$ cat config.mk
export PLATFORM = sky130hd
export DESIGN_NAME = cpuTop
export DESIGN_NICKNAME = d
export VERILOG_FILES = /design/src/cpuPkg.sv /design/src/dpCtrlIf.sv /design/src/cpuTop.sv /design/src/controlUnit.sv /design/src/datapath.sv /design/src/alu.sv /design/src/regFile.sv
export VERILOG_INCLUDE_DIRS = /design/src
export SDC_FILE = /design/constraint.sdc
export NUM_CORES = 2
export LEC_CHECK = 0
export BUFFER_PORTS_ARGS = -buffer_cell sky130_fd_sc_hd__buf_2
export CORE_MARGIN = 2
export CORE_UTILIZATION = 30
export DETAILED_ROUTE_END_ITERATION = 6
export GPL_TIMING_DRIVEN = 0
export SLEW_MARGIN = 20
export SYNTH_ARGS = -nofsm -noshare
export SYNTH_HDL_FRONTEND = slang
export SYNTH_SLANG_ARGS = --single-unit
$ cat constraint.sdc
create_clock -name Clock -period 10.25 [get_ports Clock]
set_clock_uncertainty 0.15 [all_clocks]
set_input_delay 0 -clock Clock [delete_from_list [all_inputs] [get_ports Clock]]
set_output_delay 0 -clock Clock [all_outputs]
set_load 0.01 [all_outputs]
$ cat src/core_consts.svh
`ifndef CORE_CONSTS_SVH
`define CORE_CONSTS_SVH

// Word size of registers, ALU operands and the bus
`define DATA_WIDTH 32

// Register file depth, gives 4-bit register indices
`define REG_COUNT 16

// Address of the first instruction fetch
`define RESET_PC 32'h0000_0000

`endif
$ cat src/cpuPkg.sv
`default_nettype none

package cpuPkg;

    // Instruction opcodes
    // Anything not listed here halts the core
    typedef enum logic [4:0] {
        OpAdd  = 5'h00,
        OpSub  = 5'h01,
        OpAnd  = 5'h02,
        OpOr   = 5'h03,
        OpXor  = 5'h04,
        OpShl  = 5'h05,
        OpShr  = 5'h06,
        OpMul  = 5'h07,
        OpMfhi = 5'h08,
        OpAddi = 5'h09,
        OpLd   = 5'h0A,
        OpSt   = 5'h0B,
        OpBrz  = 5'h0C,
        OpHalt = 5'h1F
    } opcodeT;

    typedef enum logic [3:0] {
        AluAdd   = 4'h0,
        AluSub   = 4'h1,
        AluAnd   = 4'h2,
        AluOr    = 4'h3,
        AluXor   = 4'h4,
        AluShl   = 4'h5,
        AluShr   = 4'h6,
        AluMul   = 4'h7,
        AluPassB = 4'h8
    } aluOpT;

    // Instruction word layout
    typedef struct packed {
        opcodeT      opcode;
        logic [3:0]  ra;
        logic [3:0]  rb;
        logic [3:0]  rc;
        logic [14:0] imm15;
    } instrT;

    // Address arithmetic for ADDI, LD and ST goes through the adder
    function automatic aluOpT aluOpFor(input opcodeT op);
        case (op)
            OpAdd, OpAddi, OpLd, OpSt: return AluAdd;
            OpSub: return AluSub;
            OpAnd: return AluAnd;
            OpOr:  return AluOr;
            OpXor: return AluXor;
            OpShl: return AluShl;
            OpShr: return AluShr;
            OpMul: return AluMul;
            default: return AluPassB;
        endcase
    endfunction

endpackage

`default_nettype wire

$ cat src/dpCtrlIf.sv
`timescale 1ns/1ps
`default_nettype none

`include "core_consts.svh"

interface dpCtrlIf;
    import cpuPkg::*;

    localparam int RegAddrW = $clog2(`REG_COUNT);

    // Control unit to datapath
    logic                pcEn;
    logic                pcBranch;
    logic                irEn;
    logic [RegAddrW-1:0] regAddrA;
    logic [RegAddrW-1:0] regAddrB;
    logic [RegAddrW-1:0] regAddrC;
    logic                regWrite;
    logic                aEn;
    logic                bEn;
    logic                bImmSel;
    logic                zEn;
    aluOpT               aluOp;
    logic                hiSel;
    logic                wbEn;
    logic                wbMemSel;
    logic                adrPcSel;

    // Datapath status back to the control unit
    instrT               instr;
    logic                aZero;

    modport ctrl (
        output pcEn, pcBranch, irEn,
        output regAddrA, regAddrB, regAddrC, regWrite,
        output aEn, bEn, bImmSel, zEn, aluOp,
        output hiSel, wbEn, wbMemSel, adrPcSel,
        input  instr, aZero
    );

    modport dp (
        input  pcEn, pcBranch, irEn,
        input  regAddrA, regAddrB, regAddrC, regWrite,
        input  aEn, bEn, bImmSel, zEn, aluOp,
        input  hiSel, wbEn, wbMemSel, adrPcSel,
        output instr, aZero
    );
endinterface

`default_nettype wire

$ cat src/cpuTop.sv
`timescale 1ns/1ps
`default_nettype none

`include "core_consts.svh"

module cpuTop (
    input  wire                     Clock,
    input  wire                     arstN,
    // Wishbone classic master
    output logic                    wbCyc,
    output logic                    wbStb,
    output logic                    wbWe,
    output logic [`DATA_WIDTH-1:0]  wbAdr,
    output logic [`DATA_WIDTH-1:0]  wbDatW,
    input  wire  [`DATA_WIDTH-1:0]  wbDatR,
    input  wire                     wbAck,
    output logic                    halted
);
    dpCtrlIf dpCtrl ();

    controlUnit ctrlUnit (
        .Clock  (Clock),
        .arstN  (arstN),
        .ctl    (dpCtrl.ctrl),
        .wbCyc  (wbCyc),
        .wbStb  (wbStb),
        .wbWe   (wbWe),
        .wbAck  (wbAck),
        .halted (halted)
    );

    // Address and store data come straight from the datapath registers
    datapath dp (
        .Clock    (Clock),
        .arstN    (arstN),
        .ctl      (dpCtrl.dp),
        .memRdata (wbDatR),
        .memAdr   (wbAdr),
        .memWdata (wbDatW)
    );
endmodule

`default_nettype wire

$ cat src/controlUnit.sv
`timescale 1ns/1ps
`default_nettype none

module controlUnit (
    input  wire     Clock,
    input  wire     arstN,
    dpCtrlIf.ctrl   ctl,
    output logic    wbCyc,
    output logic    wbStb,
    output logic    wbWe,
    input  wire     wbAck,
    output logic    halted
);
    import cpuPkg::*;

    typedef enum logic [2:0] {
        Fetch, Decode, Execute, Memory, WriteA, WriteB, Halt
    } stateT;

    stateT  state;
    opcodeT op;
    logic   busReq;
    logic   busDone;
    logic   usesImm;
    logic   isDefined;

    assign op      = ctl.instr.opcode;
    assign busDone = busReq && wbAck;
    assign usesImm = (op == OpAddi) || (op == OpLd) || (op == OpSt);

    always_comb begin
        case (op)
            OpAdd, OpSub, OpAnd, OpOr, OpXor, OpShl, OpShr, OpMul,
            OpMfhi, OpAddi, OpLd, OpSt, OpBrz: isDefined = 1'b1;
            default: isDefined = 1'b0;
        endcase
    end

    // Bus request is registered so it drops on the edge after the ack
    always_ff @(posedge Clock or negedge arstN) begin
        if (!arstN) begin
            state  <= Fetch;
            busReq <= 1'b0;
            wbWe   <= 1'b0;
        end else begin
            case (state)
                Fetch: begin
                    if (!busReq) begin
                        busReq <= 1'b1;
                    end else if (wbAck) begin
                        busReq <= 1'b0;
                        state  <= Decode;
                    end
                end
                Decode: state <= isDefined ? Execute : Halt;
                Execute: begin
                    if (op == OpLd || op == OpSt) begin
                        busReq <= 1'b1;
                        wbWe   <= (op == OpSt);
                        state  <= Memory;
                    end else if (op == OpBrz) begin
                        busReq <= 1'b1;
                        state  <= Fetch;
                    end else begin
                        state <= WriteA;
                    end
                end
                Memory: begin
                    if (wbAck) begin
                        busReq <= 1'b0;
                        wbWe   <= 1'b0;
                        state  <= (op == OpLd) ? WriteB : Fetch;
                    end
                end
                WriteA: state <= WriteB;
                WriteB: begin
                    busReq <= 1'b1;
                    state  <= Fetch;
                end
                default: state <= Halt;
            endcase
        end
    end

    assign ctl.regAddrA = ctl.instr.ra;
    assign ctl.regAddrB = ctl.instr.rb;
    assign ctl.regAddrC = ctl.instr.rc;
    assign ctl.aluOp    = aluOpFor(op);

    always_comb begin
        ctl.pcEn     = 1'b0;
        ctl.pcBranch = 1'b0;
        ctl.irEn     = 1'b0;
        ctl.regWrite = 1'b0;
        ctl.aEn      = 1'b0;
        ctl.bEn      = 1'b0;
        ctl.bImmSel  = 1'b0;
        ctl.zEn      = 1'b0;
        ctl.hiSel    = 1'b0;
        ctl.wbEn     = 1'b0;
        ctl.wbMemSel = 1'b0;
        ctl.adrPcSel = 1'b0;
        case (state)
            Fetch: begin
                ctl.adrPcSel = 1'b1;
                ctl.irEn     = busDone;
                ctl.pcEn     = busDone;
            end
            Decode: begin
                ctl.aEn     = 1'b1;
                ctl.bEn     = 1'b1;
                ctl.bImmSel = usesImm;
            end
            Execute: begin
                ctl.zEn = (op != OpMfhi) && (op != OpBrz);
                // ST swaps the immediate in B for the store data
                ctl.bEn = (op == OpSt);
                if (op == OpBrz) begin
                    ctl.pcEn     = ctl.aZero;
                    ctl.pcBranch = 1'b1;
                end
            end
            Memory: begin
                ctl.wbMemSel = 1'b1;
                ctl.wbEn     = busDone && (op == OpLd);
            end
            WriteA: begin
                ctl.wbEn  = 1'b1;
                ctl.hiSel = (op == OpMfhi);
            end
            WriteB: ctl.regWrite = 1'b1;
            default: ;
        endcase
    end

    assign wbCyc  = busReq;
    assign wbStb  = busReq;
    assign halted = (state == Halt);
endmodule

`default_nettype wire

$ cat src/datapath.sv
`timescale 1ns/1ps
`default_nettype none

`include "core_consts.svh"

module datapath (
    input  wire                     Clock,
    input  wire                     arstN,
    dpCtrlIf.dp                     ctl,
    input  wire  [`DATA_WIDTH-1:0]  memRdata,
    output logic [`DATA_WIDTH-1:0]  memAdr,
    output logic [`DATA_WIDTH-1:0]  memWdata
);
    import cpuPkg::*;

    localparam int W = `DATA_WIDTH;

    logic [W-1:0]   pc;
    instrT          ir;
    logic [W-1:0]   aReg;
    logic [W-1:0]   bReg;
    logic [W-1:0]   zHigh;
    logic [W-1:0]   zLow;
    logic [W-1:0]   wbReg;
    logic [W-1:0]   rfA;
    logic [W-1:0]   rfB;
    logic [W-1:0]   imm32;
    logic [2*W-1:0] aluResult;

    assign imm32 = {{(W-15){ir.imm15[14]}}, ir.imm15};

    regFile rf (
        .Clock (Clock),
        .arstN (arstN),
        .addrA (ctl.regAddrA),
        .addrB (ctl.regAddrB),
        .addrC (ctl.regAddrC),
        .write (ctl.regWrite),
        .dataC (wbReg),
        .dataA (rfA),
        .dataB (rfB)
    );

    alu aluInst (
        .op     (ctl.aluOp),
        .a      (aReg),
        .b      (bReg),
        .result (aluResult),
        .zero   (),
        .neg    ()
    );

    // PC already points past the branch when the offset is added
    always_ff @(posedge Clock or negedge arstN) begin
        if (!arstN) begin
            pc <= `RESET_PC;
        end else if (ctl.pcEn) begin
            pc <= ctl.pcBranch ? pc + {imm32[W-3:0], 2'b00} : pc + W'(4);
        end
    end

    always_ff @(posedge Clock) begin
        if (ctl.irEn) begin
            ir <= instrT'(memRdata);
        end
        if (ctl.aEn) begin
            aReg <= rfA;
        end
        if (ctl.bEn) begin
            bReg <= ctl.bImmSel ? imm32 : rfB;
        end
        if (ctl.zEn) begin
            zHigh <= aluResult[2*W-1:W];
            zLow  <= aluResult[W-1:0];
        end
        // Write-back source is memory or one half of Z
        if (ctl.wbEn) begin
            wbReg <= ctl.wbMemSel ? memRdata : (ctl.hiSel ? zHigh : zLow);
        end
    end

    assign memAdr    = ctl.adrPcSel ? pc : zLow;
    assign memWdata  = bReg;
    assign ctl.instr = ir;
    assign ctl.aZero = (aReg == '0);
endmodule

`default_nettype wire

$ cat src/alu.sv
`timescale 1ns/1ps
`default_nettype none

`include "core_consts.svh"

module alu (
    input  wire cpuPkg::aluOpT          op,
    input  wire  [`DATA_WIDTH-1:0]      a,
    input  wire  [`DATA_WIDTH-1:0]      b,
    output logic [2*`DATA_WIDTH-1:0]    result,
    output logic                        zero,
    output logic                        neg
);
    import cpuPkg::*;

    localparam int W = `DATA_WIDTH;
    localparam int ShW = $clog2(W);

    logic [ShW-1:0] shAmt;

    // Shift distance comes from the low bits of b only
    assign shAmt = b[ShW-1:0];

    always_comb begin
        result = '0;
        case (op)
            AluAdd:   result[W-1:0] = a + b;
            AluSub:   result[W-1:0] = a - b;
            AluAnd:   result[W-1:0] = a & b;
            AluOr:    result[W-1:0] = a | b;
            AluXor:   result[W-1:0] = a ^ b;
            AluShl:   result[W-1:0] = a << shAmt;
            AluShr:   result[W-1:0] = a >> shAmt;
            // Unsigned full product with the upper word going to ZHigh
            AluMul:   result = (2*W)'(a) * (2*W)'(b);
            AluPassB: result[W-1:0] = b;
            default:  result = '0;
        endcase
    end

    // Flags look at the low word
    assign zero = (result[W-1:0] == '0);
    assign neg  = result[W-1];
endmodule

`default_nettype wire

$ cat src/regFile.sv
`timescale 1ns/1ps
`default_nettype none

`include "core_consts.svh"

module regFile (
    input  wire                                Clock,
    input  wire                                arstN,
    input  wire  [$clog2(`REG_COUNT)-1:0]      addrA,
    input  wire  [$clog2(`REG_COUNT)-1:0]      addrB,
    input  wire  [$clog2(`REG_COUNT)-1:0]      addrC,
    input  wire                                write,
    input  wire  [`DATA_WIDTH-1:0]             dataC,
    output logic [`DATA_WIDTH-1:0]             dataA,
    output logic [`DATA_WIDTH-1:0]             dataB
);
    logic [`DATA_WIDTH-1:0] regs [`REG_COUNT];

    // All registers start out as zero
    always_ff @(posedge Clock or negedge arstN) begin
        if (!arstN) begin
            for (int i = 0; i < `REG_COUNT; i++) begin
                regs[i] <= '0;
            end
        end else if (write && (addrC != '0)) begin
            regs[addrC] <= dataC;
        end
    end

    // R0 is hardwired to zero
    assign dataA = (addrA == '0) ? '0 : regs[addrA];
    assign dataB = (addrB == '0) ? '0 : regs[addrB];
endmodule

`default_nettype wire

## Word-level counts from Yosys, hierarchy flattened

Memory sizes are Yosys's and may differ from the RTL's. A register that Yosys moved wholly into a read port is not among the register bits.
Index checks and enable logic that the tools add are counted.

- Muxes and demuxes: 50
- Add/subtract/negate cells: 4
- Magnitude comparators: 4
- Multiply operators: 1
- Equal/unequal tests: 26
- Reductions and logical operators: 19
- Shift-type cells: 2
- Bitwise logic cells: 6

Operators with widths:

| kind | count |
|---|---|
| 512-bit bitwise mux | 1 |
| 32-bit 2-to-1 mux | 11 |
| 32-bit case mux with 9 select lines | 1 |
| 32-bit binary-select mux with 4-bit select | 2 |
| 32-bit demux with 4-bit select | 1 |
| 32-bit adder | 2 |
| 32-bit by 32-bit multiplier with 64-bit output | 1 |
| 32-bit by 3-bit adder with 32-bit output, second input constant | 1 |
| 32-bit bitwise AND | 1 |
| 32-bit zero test | 1 |
| 32-bit bitwise OR | 1 |
| 32-bit by 5-bit << shifter with 32-bit output | 1 |
| 32-bit by 5-bit >> shifter with 32-bit output | 1 |
| 32-bit subtractor | 1 |
| 32-bit bitwise XOR | 1 |
| 5-bit by 4-bit equality test with 1-bit output, second input constant | 5 |
| 3-bit 2-to-1 mux | 7 |
| 1-bit 2-to-1 mux | 18 |
| 3-bit case mux with 6 select lines | 1 |
| 4-bit by 3-bit equality test with 1-bit output, second input constant | 4 |
| 5-bit >= comparator, second input constant | 3 |
| 4-bit inverter with 5-bit output | 3 |
| 4-bit zero test | 3 |
| 4-bit 2-to-1 mux | 3 |
| other kinds (19) | 38 |

- Bits in read-only memories: 80
- Word-level logic and storage cells: 144
- Input port bits: 35
- Memories kept: 2
- Register bits: 741
- Output and inout bits: 68

Memory list:

| name | words | bits a word | rd ports | clocked after Yosys merged registers in | write ports | RTL line | text |
|---|---|---|---|---|---|---|---|
| (name not given) | 16 | 4 | 1 | 1 | 0 | cpuPkg.sv:47 | `case (op)` |
| (name not given) | 16 | 1 | 1 | 1 | 0 | controlUnit.sv:32 | `case (op)` |

## Depth between registers and ports, before layout

- Word-level depth: 6
- Depth in mapped cells: 31
- Mapped depth without buffers: 27

## By module

From an unflattened synthesis, not the netlist that was laid out.

- Cell total of the unflattened synthesis: 7472
- Area, all modules: 77162.8 sq um

Modules (own cells, without submodules):

| module | sequential area each (sq um) | area each (sq um) | times used | cells each |
|---|---|---|---|---|
| alu | 0.0 | 40893.0 | 1 | 4891 |
| regFile | 12036.5 | 25768.5 | 1 | 1766 |
| datapath | 6516.2 | 9865.7 | 1 | 726 |
| controlUnit | 125.1 | 635.6 | 1 | 89 |

## Worst setup path before layout

No wires, ideal clock.

- Path type: register -> register
- Start point: reg dp.bReg[3], in the netlist dp.memWdata[3]
- End point: reg dp.zHigh[26] (data pin)
- Stages on the path, launching flop included: 29
- Data arrival time: 8359 ps
- Setup time: 266 ps
- Required time: 9834 ps
- Clock period less this slack: 8775 ps
- Path buffers: 5
- Slack: 1475 ps
- Path through: edfxtp_1 inv_1 clkbuf_1 buf_1 clkbuf_1 buf_1 nor2_1 fa_1 inv_1 fa_1 fa_1 fa_1 inv_1 fa_1 fa_1 fa_1 fa_1 ha_1 clkbuf_1 a21o_1 a221o_1 a221oi_1 o21ai_0 a31oi_1 o311ai_0 a211o_1 a21boi_0 xor2_1 nor2_1

- Longest elaborated chain between the ends: 1

Ends and longest elaborated chain:

| item | RTL line | text |
|---|---|---|
| start: declaration | datapath.sv:21 | `logic [W-1:0] bReg;` |
| start signal: assignment | datapath.sv:70 | `bReg <= ctl.bImmSel ? imm32 : rfB;` |
| 32-bit by 32-bit multiplier with 64-bit output | alu.sv:35 | `AluMul: result = (2*W)'(a) * (2*W)'(b);` |
| end signal: assignment | datapath.sv:73 | `zHigh <= aluResult[2*W-1:W];` |
| end: declaration | datapath.sv:22 | `logic [W-1:0] zHigh;` |

Every way passes these cells.
A chain may end at the register's enable or synchronous reset.

## Worst setup path after layout

- Start point: reg dp.aReg[0]
- End point: reg dp.zHigh[26] (data pin)

- Longest elaborated chain between the ends: 1

Ends and longest elaborated chain:

| item | RTL line | text |
|---|---|---|
| start: declaration | datapath.sv:20 | `logic [W-1:0] aReg;` |
| start signal: assignment | datapath.sv:67 | `aReg <= rfA;` |
| 32-bit by 32-bit multiplier with 64-bit output | alu.sv:35 |  |

Every way passes these cells.

==> metrics <==
type of element capturing the critical path=register; Crit path required time=10.48 ns; Crit Path Category=register to register; CTS HTree Levels=3; Synth Area in XOR/XNOR=1.55%; root buffer cell=clkbuf_16; largest net degree at the start of global routing=98; post-synth top area share=23.6%; syn avg cell area=10.6 um^2; simple-gate portion of the synthesized area=9.60%; outcome=complete, but fails checks; num rows=184; DR DRC count=0; startpoint types=register; met1 Use GR=30.5%; CP max-delay cell=clkinv_1; CP Max Fanout=11; most used routing layer=met2; hold depth=2; Skew-Pair Late Insertion Delay=0.67 ns; Worst path max stage delay=0.96 ns; Clock Path Buffers=3; synthesized flop and latch total=744; Multi-input gate area=0.0509 mm^2; layout cells sized above 1=17.2%; Syn. warnings=0; Cells after DPL=10700; pre-CTS setup slack=-1.60 ns; synth unique cells=84; Async S/R FF share, synth=73.5%; buffers and inverters on the worst path=8; Crit path depth=28; Non-Filler Instances=10900; Final setup violation count=1; Post-Synth Adder-Cell Area=30.0%; Hold Vio Cnt, Final=0; IO Count=103; mux contribution to synthesized area=18.9%; FF+latch area=0.0196 mm^2; fin crit period=10.30 ns; clock slew at reported path FFs=0.07 ns; cell family with most CP delay=adder cells; initial antenna violation count=19; syn_nets=8521; period utilization=101%; final WL=315000 um; Post-synth EDFFs=192; global-route wire length before repair=451000 um; vias in the first global route=61700; Routed Antenna Nets=0; headroom to the max-slew limit=15.0%; Core Footprint=0.252 mm^2; R2R depth=28; Mapped Cells=7199; met3 Use GR=5.77%; max-slew violation total from the final report=0; highest clock rate=97.1 MHz; sequential-to-total area share from yosys stat=25.7%; fin nets=8762; failing checks=setup timing; via density per instance=5.48; GR Util met2=38.0%; worst path arrival time=10.54 ns; Via Count=59500; Detailed Route Iter0 Violations=6701; Area contributors post-synth=fa_1, dfrtp_1, mux4_2; max_cap viols=0; First-pass DRT Iterations=6; TritonCTS Buffers=78; Initial Utilization=30.2%; Die Area=0.258 mm^2; critical path's most frequent cell=fa_1; Mapped Area=0.0761 mm^2; Synth Flop Type=dfrtp_1; RSZ-0062 raised after global routing=no; routability cong.=1.07; largest family of logic cells by synthesized area=adder cells; TritonCTS clock tree=built; clock sink count=744; Detailed Place HPWL=255000 um; width of the die=508 um; Least-Margin Pin Slew=1.28 ns; average wire per standard cell=29.0 um; Die H=508 um; FILL cells=25600; area grow syn2layout=11.1%; port bufs=102; fin worst setup slack=-0.0535 ns; compound-cell area share of the yosys netlist=6.69%; leading area contributor after synthesis=fa_1; total congestion overflow=0; HP Class=input pin to register; gr usage total=24.3%
## kinds of logic after synthesis
family,after synthesis
adders and majority gates,1287
xor gates and xnor gates,135
and+or+nand+nor,1754
muxes,952
buffers and inverters,1529
AOI/OAI and AO/OA,798
DFF,744
## synthesized netlist by cell type (all sizes together), types with 8 or more instances
| library cell | count |
|---|---|
| a211o | 10 |
| a211oi | 20 |
| a21o | 58 |
| a21oi | 218 |
| a221o | 10 |
| a221oi | 31 |
| a22oi | 22 |
| a31oi | 25 |
| and2 | 25 |
| and3 | 13 |
| buf | 153 |
| clkbuf | 368 |
| clkinv | 19 |
| dfrtp | 547 |
| edfxtp | 192 |
| fa | 898 |
| ha | 389 |
| inv | 989 |
| mux2 | 521 |
| mux2i | 97 |
| mux4 | 334 |
| nand2 | 716 |
| nand2b | 37 |
| nand3 | 33 |
| nand4 | 26 |
| nor2 | 746 |
| nor2b | 53 |
| nor3 | 32 |
| nor3b | 9 |
| nor4 | 20 |
| o2111ai | 8 |
| o211ai | 26 |
| o21a | 13 |
| o21ai | 219 |
| o21bai | 27 |
| o221ai | 15 |
| o22ai | 18 |
| o31ai | 17 |
| or3 | 15 |
| or4 | 8 |
| xnor2 | 97 |
| xor2 | 38 |
## per-layer routing
metal  wire length [um]  vias up  share of wire (%)
met5                  0        -                  0
met4              23400        0                7.4
met3              32000      894                 10
met2             141000     3408                 45
met1             118000    30800                 38
li1                   -    24400                  -
## repair_timing
item / in CTS / in global routing
setup endpoints to repair: 42 / 20
hold endpoints to repair: 342 / 0
pin swaps: 1 / 0
hold buffers: 36 / 0
buffers inserted: 6 / 7
cloned: 0 / 0
gates resized for setup: 66 / 95
## layout by cell type (no fill, tap or decap), drive strengths merged, types with 58 or more instances in the layout
master / count
nand2: 716
edfxtp: 192
mux2: 521
dfrtp: 547
buf: 256
mux2i: 97
nor2: 746
a21o: 58
clkbuf: 487
fa: 898
a21oi: 218
ha: 389
xnor2: 97
mux4: 334
o21ai: 219
inv: 992
## stage by stage
| stage | instance area, um^2 | utilization (%) | setup TNS (ns) | hold slack (ns) |
|---|---|---|---|---|
| after detailed placement | 81200 | 32.2 | -37.08 | -0.249 |
| after global placement | 80800 | 32.1 | -1095.64 | 0.0541 |
| after CTS | 84300 | 33.5 | 0 | 0.00215 |
| after floorplan | 76100 | - | 0 | -0.446 |
| final | 84600 | 33.6 | -0.0535 | 0.0184 |
| after global routing | 84500 | 33.6 | 0 | 0.0216 |
## path summary, 6_finish.rpt
kind | slack, ns | to | start
worst max-delay path | -0.05 | dp.zHigh[26] | dp.aReg[0]
worst min-delay path | 0.02 | dp.ctl.instr[17] | wbDatR[17]
worst max register to register | -0.05 | dp.zHigh[26] | dp.aReg[0]
worst min register to register | 0.32 | dp.pc[31] | dp.pc[31]
max in group asynchronous | 8.12 | dp.pc[31] | arstN
min in group asynchronous | 0.33 | dp.rf.regs[24] | arstN
## flip-flops by register name, indices dropped and copies added (netlist names), named ones only
name and count:
dp.aReg 32, dp.ctl.instr 32, ctrlUnit.wbWe 1, dp.pc 30, dp.zLow 32, ctrlUnit.state 3
dp.memWdata 32, dp.rf.regs 512, dp.wbReg 32, dp.zHigh 32, ctrlUnit.wbCyc 1
## final cells by class
class / instances / share of cell area (%)
Buffer: 511 / 2.56
Clock inverter: 36 / 0.437
Timing Repair Buffer: 171 / 1.55
Sequential cell: 744 / 23.1
Tap cell: 3348 / 4.95
Inverter: 1008 / 4.51
Multi-Input combinational cell: 4926 / 60.2
Antenna cell: 7 / 0.0207
Clock buffer: 109 / 2.66
Power is left out: the tool's default activity adds up to more than one toggle a clock period on the data nets, which glitch-free logic cannot reach.
